[config.mk]
export PLATFORM = sky130hd
export DESIGN_NAME = icache_refill
export DESIGN_NICKNAME = d
export VERILOG_FILES = /design/src/hw/icache_pkg.sv /design/src/hw/icache_refill.sv
export SDC_FILE = /design/constraint.sdc
export NUM_CORES = 1
export LEC_CHECK = 0
export BUFFER_PORTS_ARGS = -buffer_cell sky130_fd_sc_hd__buf_2
export CAP_MARGIN = 20
export CORE_AREA = 2 2 121 123
export DETAILED_ROUTE_END_ITERATION = 16
export DIE_AREA = 0 0 123 125
export PLACE_DENSITY = 0.79
export REMOVE_ABC_BUFFERS = 1
export SYNTH_ARGS = -nofsm -noshare
export SYNTH_HDL_FRONTEND = slang
export SYNTH_SLANG_ARGS = --single-unit
[constraint.sdc]
create_clock -name clk -period 3 [get_ports clk]
set_input_delay 0.3 -clock clk [delete_from_list [all_inputs] [get_ports clk]]
set_output_delay 0.3 -clock clk [all_outputs]
set_load 0.03 [all_outputs]
[src/hw/icache_pkg.sv]
// geometry is fixed here, since every packed struct below derives from it
// addresses are physical, and a line is refilled as one incrementing burst of LINE_WORDS beats

package icache_pkg;

  // ============================================================
  // geometry
  // ============================================================
  localparam int ADDR_W     = 32;
  localparam int WAY_NUM    = 2;
  localparam int SET_NUM    = 16;
  localparam int LINE_WORDS = 4;
  localparam int OFS_W      = $clog2(LINE_WORDS * 4);
  localparam int IDX_W      = $clog2(SET_NUM);
  localparam int TAG_W      = ADDR_W - IDX_W - OFS_W;

  // ============================================================
  // payloads
  // ============================================================
  typedef logic [31:0] word_t;

  typedef word_t [LINE_WORDS-1:0] line_t;

  typedef struct packed {
    logic             valid;
    logic [TAG_W-1:0] tag;
  } tag_entry_t;

  typedef struct packed {
    logic [ADDR_W-1:0] addr;
  } fetch_req_t;

  typedef struct packed {
    logic [ADDR_W-1:0] addr;
    word_t             instr;
    logic              adef;   // misaligned fetch address
  } fetch_rsp_t;

  // read burst request, len is beats minus one
  typedef struct packed {
    logic [ADDR_W-1:0] addr;
    logic [7:0]        len;
  } rd_addr_t;

  typedef struct packed {
    word_t data;
    logic  last;
  } rd_data_t;

  // way to replace next in a set
  typedef logic plru_t;

endpackage

[src/hw/icache_refill.sv]
// one line refill at a time, misses raised while busy are ignored
// memory must send exactly LINE_WORDS beats with last on the final one

`timescale 1ns/1ns

module icache_refill (
  input  logic                          clk,
  input  logic                          rst_n,
  input  logic                          miss_i,
  input  logic [icache_pkg::ADDR_W-1:0] miss_addr_i,
  output logic                          refill_busy_o,
  output logic                          refill_done_o,
  output icache_pkg::line_t             refill_line_o,
  output logic                          ar_valid_o,
  output icache_pkg::rd_addr_t          ar_o,
  input  logic                          ar_ready_i,
  input  logic                          r_valid_i,
  input  icache_pkg::rd_data_t          r_i,
  output logic                          r_ready_o
);

  localparam int BEAT_W = $clog2(icache_pkg::LINE_WORDS);

  typedef enum logic [1:0] {
    ST_IDLE,
    ST_ADDR,   // ar valid, waiting for ready
    ST_DATA    // collecting beats
  } state_e;

  state_e                        state_q;
  logic [BEAT_W-1:0]             beat_q;
  logic [icache_pkg::ADDR_W-1:0] addr_q;
  icache_pkg::line_t             buf_q;
  logic                          beat_fire;

  assign beat_fire = r_valid_i && r_ready_o;

  // ============================================================
  // state machine
  // ============================================================
  always_ff @(posedge clk or negedge rst_n) begin
    if (!rst_n) begin
      state_q <= ST_IDLE;
      beat_q  <= '0;
    end else begin
      case (state_q)
        ST_IDLE: if (miss_i) state_q <= ST_ADDR;
        ST_ADDR: if (ar_ready_i) state_q <= ST_DATA;
        ST_DATA: if (beat_fire && r_i.last) state_q <= ST_IDLE;
        default: state_q <= ST_IDLE;
      endcase
      if (state_q != ST_DATA) begin
        beat_q <= '0;
      end else if (beat_fire) begin
        beat_q <= beat_q + 1'b1;
      end
    end
  end

  always_ff @(posedge clk) begin
    if (state_q == ST_IDLE && miss_i) begin
      addr_q <= miss_addr_i;
    end
    if (beat_fire) begin
      buf_q[beat_q] <= r_i.data;
    end
  end

  // ============================================================
  // outputs
  // ============================================================
  assign ar_valid_o    = state_q == ST_ADDR;
  assign ar_o.addr     = addr_q;
  assign ar_o.len      = 8'(icache_pkg::LINE_WORDS - 1);
  assign r_ready_o     = state_q == ST_DATA;
  assign refill_busy_o = state_q != ST_IDLE;
  assign refill_done_o = beat_fire && r_i.last;

  // final beat goes straight into the line so it is whole in the done cycle
  always_comb begin
    for (int w = 0; w < icache_pkg::LINE_WORDS; w++) begin
      if (beat_fire && (beat_q == BEAT_W'(w))) begin
        refill_line_o[w] = r_i.data;
      end else begin
        refill_line_o[w] = buf_q[w];
      end
    end
  end

endmodule

Word level (Yosys, flattened, before mapping)
Cells that the tools add are included.
{"block": "word_totals", "register_bits": 164, "in_bits": 70, "wordCells": 45}
{"block": "classes", "add_sub_neg": 1, "order_cmp": 2, "eq_ne": 9, "muxes": 13, "n_reduce_logical": 13}
{"cell": "$mux 32", "count": 5}
{"cell": "$bwmux 128", "count": 1}
{"cell": "$demux 32 s2", "count": 1}
{"cell": "$mux 2", "count": 5}
{"cell": "$logic_and 1x1->1", "count": 8}
{"cell": "$eq 2x2->1 const B", "count": 3}
{"cell": "$ne 2x2->1 const B", "count": 3}
{"cell": "$pmux 2 s3", "count": 1}
{"cell": "$eq 2x1->1 const B", "count": 2}
{"cell": "$logic_not 2->1", "count": 2}
{"cell": "$reduce_bool 2->1", "count": 2}
{"cell": "$lt 2x3->1 const B", "count": 1}
{"cell": "$reduce_and 3->1", "count": 1}
{"cell": "$add 2x1->2 const B", "count": 1}
{"cell": "$ge 2x1->1 const B", "count": 1}
{"cell": "$ne 2x1->1 const B", "count": 1}

Depth between registers and ports, before layout
Gate-level depths: netlist of the first run.
{"block": "depth", "word_depth": 5, "depth_mapped": 5, "mapped_depth_nobuf": 4}

Worst setup path after synthesis of the first run
No wires, ideal clock.
{"block": "synth_path", "path_type": "register to register", "from": "register state_q[1]", "to": "register addr_q[0] (netlist bit) (enable)", "setup_ps": 421, "arrival_ps": 2281, "slack_ps": 298, "path_stages_with_launch": 4, "n_path_buf": 1, "synth_period_minus_slack_ps": 2702, "path_cell_list": "dfrtp_1 buf_6 or2_2 nor2_1"}
{"block": "synth_via", "elab_chain_cells": 2}
{"item": "start, declared", "line_no": "icache_refill.sv:30", "source": "state_e state_q;"}
{"item": "start signal, assigned", "line_no": "icache_refill.sv:43", "source": "state_q <= ST_IDLE;"}
{"item": "start signal, assigned", "line_no": "icache_refill.sv:47", "source": "ST_IDLE: if (miss_i) state_q <= ST_ADDR;"}
{"item": "start signal, assigned", "line_no": "icache_refill.sv:48", "source": "ST_ADDR: if (ar_ready_i) state_q <= ST_DATA;"}
{"item": "$logic_not 2->1", "line_no": "icache_refill.sv:61", "source": "if (state_q == ST_IDLE && miss_i) begin"}
{"item": "$logic_and 1x1->1", "line_no": "icache_refill.sv:61"}
{"item": "end signal, assigned", "line_no": "icache_refill.sv:62", "source": "addr_q <= miss_addr_i;"}
{"item": "end, declared", "line_no": "icache_refill.sv:32", "source": "logic [icache_pkg::ADDR_W-1:0] addr_q;"}
No other way between the ends.
A chain may end at the register's enable or synchronous reset.

==> qor.txt, run 1 <==
status = finished clean
1st-iter DRT viols = 237
fin crit share = 0.950
row cnt = 44
die footprint = 15400 sq um
sequential area share after synthesis = 0.707
post-DR wirelength/cell = 19.4 um
Area Overhead vs Synth = 26.8%
Post-Syn Area = 6930 sq um
Int Pwr = 4.35 mW
Synth warnings = 0
Core ar. = 14200 sq um
I/O pins = 242
fill count = 1054
placed inst area = 8220 sq um
final-stage net count = 668
Skew-Pair Late Insertion Delay = 0.42 ns
final setup fails = 0
Syn Inst Count = 346
worst hold path type = in2reg
Crit Path Category = reg2out
Period minus WS final = 2.85 ns
Max-cap violations = 0
Worst path max stage delay = 0.59 ns
htree depth = 4
Avg Vias per Cell = 5.15
DRC viols = 0
Starting Density = 0.488
routability cong. = 0.744
post-layout util = 0.619
Clk network pwr share = 0.320
Reg clk slew, reported paths = 0.06 ns
Overall Global Routing Usage = 0.197
largest net degree at the start of global routing = 34
Total Routed Length = 15.3 mm
initial antenna violation count = 0
Worst setup SP type = register
CTS buffer count = 17
leakage = 3.69 nW
Crit path arrival time = 2.55 ns
via count = 4076
DRT Pass-1 Iters = 5
switch share = 0.297
layout cells sized above 1 = 0.662
CP bufs+invs = 2
CP max stage cell = nand4b_4
clk buf depth = 2
Fmax achieved = 0.351 GHz
DPL Wire Length = 9.79 mm
Avg Inst Size Synth = 20.0 sq um
Yosys reg bits = 164
delay-heaviest family, CP = simple AND/OR/NAND/NOR gates
relative slew slack = 0.508
first-pass GRT wire length = 22.6 mm
Root Buffer = clkbuf_16
Net Switching = 1.83 mW
largest fanout on the critical path = 33
crit end category = output port
area leader, netlist = edfxtp_1
Synth top area share = 0.693
top post-synthesis cells by area = edfxtp_1, mux2_2, mux2_4, buf_6, dfrtp_1
Flop pwr share = 0.459
Diodes inserted = 0
Comb pwr share = 0.221
Final Max Slew Viols = 0
clock skew = 0.00639 ns
Synth cell types = 20
post-route ant nets = 0
Slew @ Worst Pin = 0.736 ns
fin area = 8800 sq um
VDD IR max = 0.719 mV
crit-path cells = buf_4 > nand4b_4 > mux2_1 > buf_2
remaining global-route overflow = 0
CTS Sinks = 164
die height = 125 um
Fin. Hold Viols = 0
IO Port Bufs = 233
Critical Path RT = 2.70 ns
RSZ-0062 raised after global routing = yes
PwrDens = 703 nW/um^2
number of global-route vias before repair = 4320
CTS tree = yes
DIE WIDTH = 123 um
-- power groups by stage --
stage,sequential (mW),combinational (mW),clock [mW]
2_1_floorplan,3.05,0.738,0
3_3_place_gp,2.86,1.33,0
3_5_place_dp,2.86,1.36,0
4_1_cts,2.82,1.37,2.02
5_1_grt,2.86,1.45,2.09
6_report,2.84,1.37,1.98
-- per-stage QoR --
step	setup WS [ns]	TNS [ns]	hold WS, ns	total power, mW	cells
final	0.151	0	0.0551	6.18	791
after global routing	-0.0285	-0.0590	0.0379	6.40	791
after CTS	0.0468	0	0.0370	6.21	790
after detailed placement	0.517	0	0.107	4.22	757
after global placement	0.587	0	0.105	4.19	757
after floorplan	0.235	0	0.00441	3.79	330
-- cell usage in the layout, fill, tap and decap left out, types with 3 or more instances in the layout --
master / n
nand4b_4: 5
buf_4: 10
nand2b_1: 3
ha_1: 4
dfrtp_1: 4
clkinvlp_4: 3
edfxtp_1: 160
clkbuf_1: 3
buf_2: 233
nor2_1: 3
clkinv_4: 4
mux2_1: 3
mux2_4: 29
clkbuf_16: 17
clkinv_1: 4
inv_1: 6
conb_1: 8
mux2_2: 96
-- cell families (layout without fill, tap and decap cells) --
logic type / count (synthesis) / in the layout / share of synthesized area
fa+ha+maj: 4 / 4 / 0.00722
compound gates: 2 / 2 / 0.00198
mux: 129 / 129 / 0.225
simple gates: 14 / 15 / 0.0209
flops: 164 / 164 / 0.707
buf+inv: 30 / 284 / 0.0352
other cells: 2 / 8 / 0.00108
xor+xnor: 1 / 1 / 0.00126
-- synthesized netlist by cell type (all sizes together) --
master  instances
ha              4
edfxtp        160
nand4b          4
nand2b          3
mux2i           1
xnor2           1
or2             1
dfrtp           4
conb            2
nor2b           1
inv             8
nor2            4
a22o            1
mux2          128
nand2           1
buf            22
a21oi           1
-- layout make-up --
cell class | count | area (sq um) | share of cell area
Tap cell | 184 | 230 | 0.0262
Clock inverter | 12 | 109 | 0.0124
Sequential cell | 164 | 4900 | 0.558
Timing Repair Buffer | 244 | 1250 | 0.142
Inverter | 8 | 30.0 | 0.00341
Clock buffer | 20 | 437 | 0.0496
Multi-Input combinational cell | 159 | 1830 | 0.209
-- flip-flops by register name, indices dropped and copies added, names as in the netlist --
register and flops:
addr_q 32, beat_q 2, state_q 2, buf_q 128
-- metal layers --
| layer | track usage | routed length (um) |
|---|---|---|
| met1 | 0.234 | 6200 |
| met2 | 0.330 | 7700 |
| met3 | 0.0561 | 1030 |
| met4 | 0.0889 | 374 |
| met5 | 0 | 0 |
-- worst paths after layout --
check / from / to / slack, ns / cells after the start
worst max-delay path: state_q[1] / refill_line_o[92] / 0.15 / 4
worst min-delay path: miss_addr_i[7] / addr_q[7] / 0.06 / 1
worst max register to register: state_q[1] / buf_q[88] / 0.59 / 4
worst min register to register: beat_q[1] / beat_q[1] / 0.59 / 2
max in group asynchronous: rst_n / beat_q[1] / 2.66 / 2
min in group asynchronous: rst_n / beat_q[0] / 0.22 / 2
-- timing repair --
action	CTS	global route
setup endpoints to repair	0	32
setup buffers	0	0
endpoints found under the hold margin	4	0
gates resized for setup	0	1
hold buffers	1	0
Note: power is estimated with default switching activity, not from simulation.
==> run 2: changes to the inputs <==
--- a/config.mk
+++ b/config.mk
@@ -7,10 +7,11 @@
 export LEC_CHECK = 0
 export BUFFER_PORTS_ARGS = -buffer_cell sky130_fd_sc_hd__buf_2
 export CAP_MARGIN = 20
-export CORE_AREA = 2 2 121 123
+export CORE_AREA = 2 2 177 179
 export DETAILED_ROUTE_END_ITERATION = 16
-export DIE_AREA = 0 0 123 125
-export PLACE_DENSITY = 0.79
+export DIE_AREA = 0 0 179 181
+export GPL_ROUTABILITY_DRIVEN = 0
+export GPL_TIMING_DRIVEN = 0
 export REMOVE_ABC_BUFFERS = 1
 export SYNTH_ARGS = -nofsm -noshare
 export SYNTH_HDL_FRONTEND = slang
==> qor.txt, run 2 (same netlist as run 1, synthesis figures left out) <==
Diodes inserted = 0
Fmax achieved = 0.353 GHz
final setup fails = 0
placed inst area = 8480 sq um
Crit path arrival time = 2.54 ns
most frequent cells in the layout = buf_2, edfxtp_1, mux2_2
r2r endpoint = buf_q[107]
first-pass GRT wire length = 23.7 mm
worst hold path type = in2reg
I/O pins = 242
Skew-Pair Late Insertion Delay = 0.43 ns
Root Buffer = clkbuf_16
row cnt = 64
FF-to-FF path depth = 3
worst setup path startpoint = beat_q[1]
most common cell after layout, fill and taps aside = buf_2
RSZ-0062 raised after global routing = no
top flop regs = buf_q x128, addr_q x32
die height = 181 um
DPL Wire Length = 10.4 mm
crit end category = output port
most flop-heavy register = buf_q
layout cells sized above 1 = 0.678
Avg Vias per Cell = 3.97
largest fanout on the critical path = 33
dpl cells = 963
DRT Pass-1 Iters = 4
status = finished clean
Reg2Reg Launch Point = state_q[0]
CTS tree = yes
final-stage net count = 664
post-route ant nets = 0
M3 GR Usage = 0.0417
Fin. Hold Viols = 0
CTS Sinks = 164
remaining global-route overflow = 0
Period minus WS final = 2.84 ns
Slew @ Worst Pin = 0.843 ns
Worst setup SP type = register
Setup TNS = 0 ns
clock skew = 0.00840 ns
VDD IR max = 0.321 mV
Core ar. = 30300 sq um
Most Crowded Layer GR = met2
Final Max Slew Viols = 0
die footprint = 32400 sq um
max FFs per register = 128
met2 usage = 0.166
r2r setup slk = 0.39 ns
Total Routed Length = 17.1 mm
Reg clk slew, reported paths = 0.07 ns
Critical Path RT = 2.70 ns
PwrDens = 702 nW/um^2
IO Port Bufs = 233
Starting Density = 0.228
Area Overhead vs Synth = 34.7%
leakage = 3.78 nW
initial antenna violation count = 0
htree depth = 4
Final Non-Filler Cells = 998
post-layout util = 0.308
GR Util met1 = 0.115
clk buf depth = 2
Crit Path Category = reg2out
DIE WIDTH = 179 um
DRC viols = 0
via count = 3960
fin crit share = 0.945
relative slew slack = 0.437
1st-iter DRT viols = 201
post-DR wirelength/cell = 17.1 um
fin area = 9340 sq um
Max-cap violations = 0
Setup WS pre-CTS = -0.156 ns
Overall Global Routing Usage = 0.0988
CTS buffer count = 17
largest net degree at the start of global routing = 34
number of global-route vias before repair = 4079
CP endpoint = refill_line_o[42]
PnR worst setup slack = 0.164 ns
[run 2: cell count changes in the layout (fill, tap and decap cells not counted), moves of 2 or more]
cell       before  now
clkbuf_1        3    1
clkinv_1        4    1
inv_1           6    2
bufinv_16       1    3
buf_6           0   28
buf_4          10    1
inv_2           0    5
buf_2         233  204
buf_12          0    5
[run 2: worst min-delay path by stage]
stage,start,end,slack (ns),cells past startpoint
floorplan,rst_n,beat_q[0],0.004,0
global placement,rst_n,state_q[1],0.11,1
detailed placement,rst_n,state_q[1],0.11,1
CTS,miss_addr_i[18],addr_q[18],0.02,1
global route,miss_addr_i[19],addr_q[19],0.02,1
finish,miss_addr_i[20],addr_q[20],0.04,1
[run 2: worst max-delay path, stage by stage, from the launching register on]
cell	delay, ns
dfrtp_1	0.42
inv_2	0.10
ha_1	0.20
nand4b_4	0.65
mux2_2	0.54
buf_2	0.18
[run 2: repair_timing]
| item | 4_1_cts | 5_1_grt |
|---|---|---|
| pin swaps | 1 | 2 |
| hold buffers | 1 | 0 |
| resized for setup | 63 | 1 |
| endpoints found under the hold margin | 4 | 0 |
| cloned | 0 | 1 |
| buffers inserted | 0 | 1 |
| endpoints found under the setup margin | 64 | 3 |
[run 2: power breakdown]
| group | switching, mW | internal [mW] | total (mW) |
|---|---|---|---|
| logic | 0.912 | 0.564 | 1.48 |
| registers | 0.114 | 2.74 | 2.86 |
| clock network | 0.914 | 1.30 | 2.22 |
[run 2: final cells by class]
type,instances,area [sq um]
clock buffer,18,429
clock inverter,13,161
fill,3023,21000
inverter,8,32.5
multi-input combinational,159,1850
sequential,164,4910
tap,396,495
timing repair buffer,240,1470
[run 2: per-stage QoR]
stage	power [mW]	hold slack, ns
2_1_floorplan	3.79	0.00441
3_3_place_gp	4.21	0.110
3_5_place_dp	4.23	0.112
4_1_cts	6.62	0.0193
5_1_grt	6.81	0.0187
6_report	6.55	0.0440
[run 2: routing by layer]
layer / wire length (um) / up-vias
met2: 8130 / 192
met4: 157 / 0
li1: - / 1834
met1: 7350 / 1927
met5: 0 / -
met3: 1470 / 7
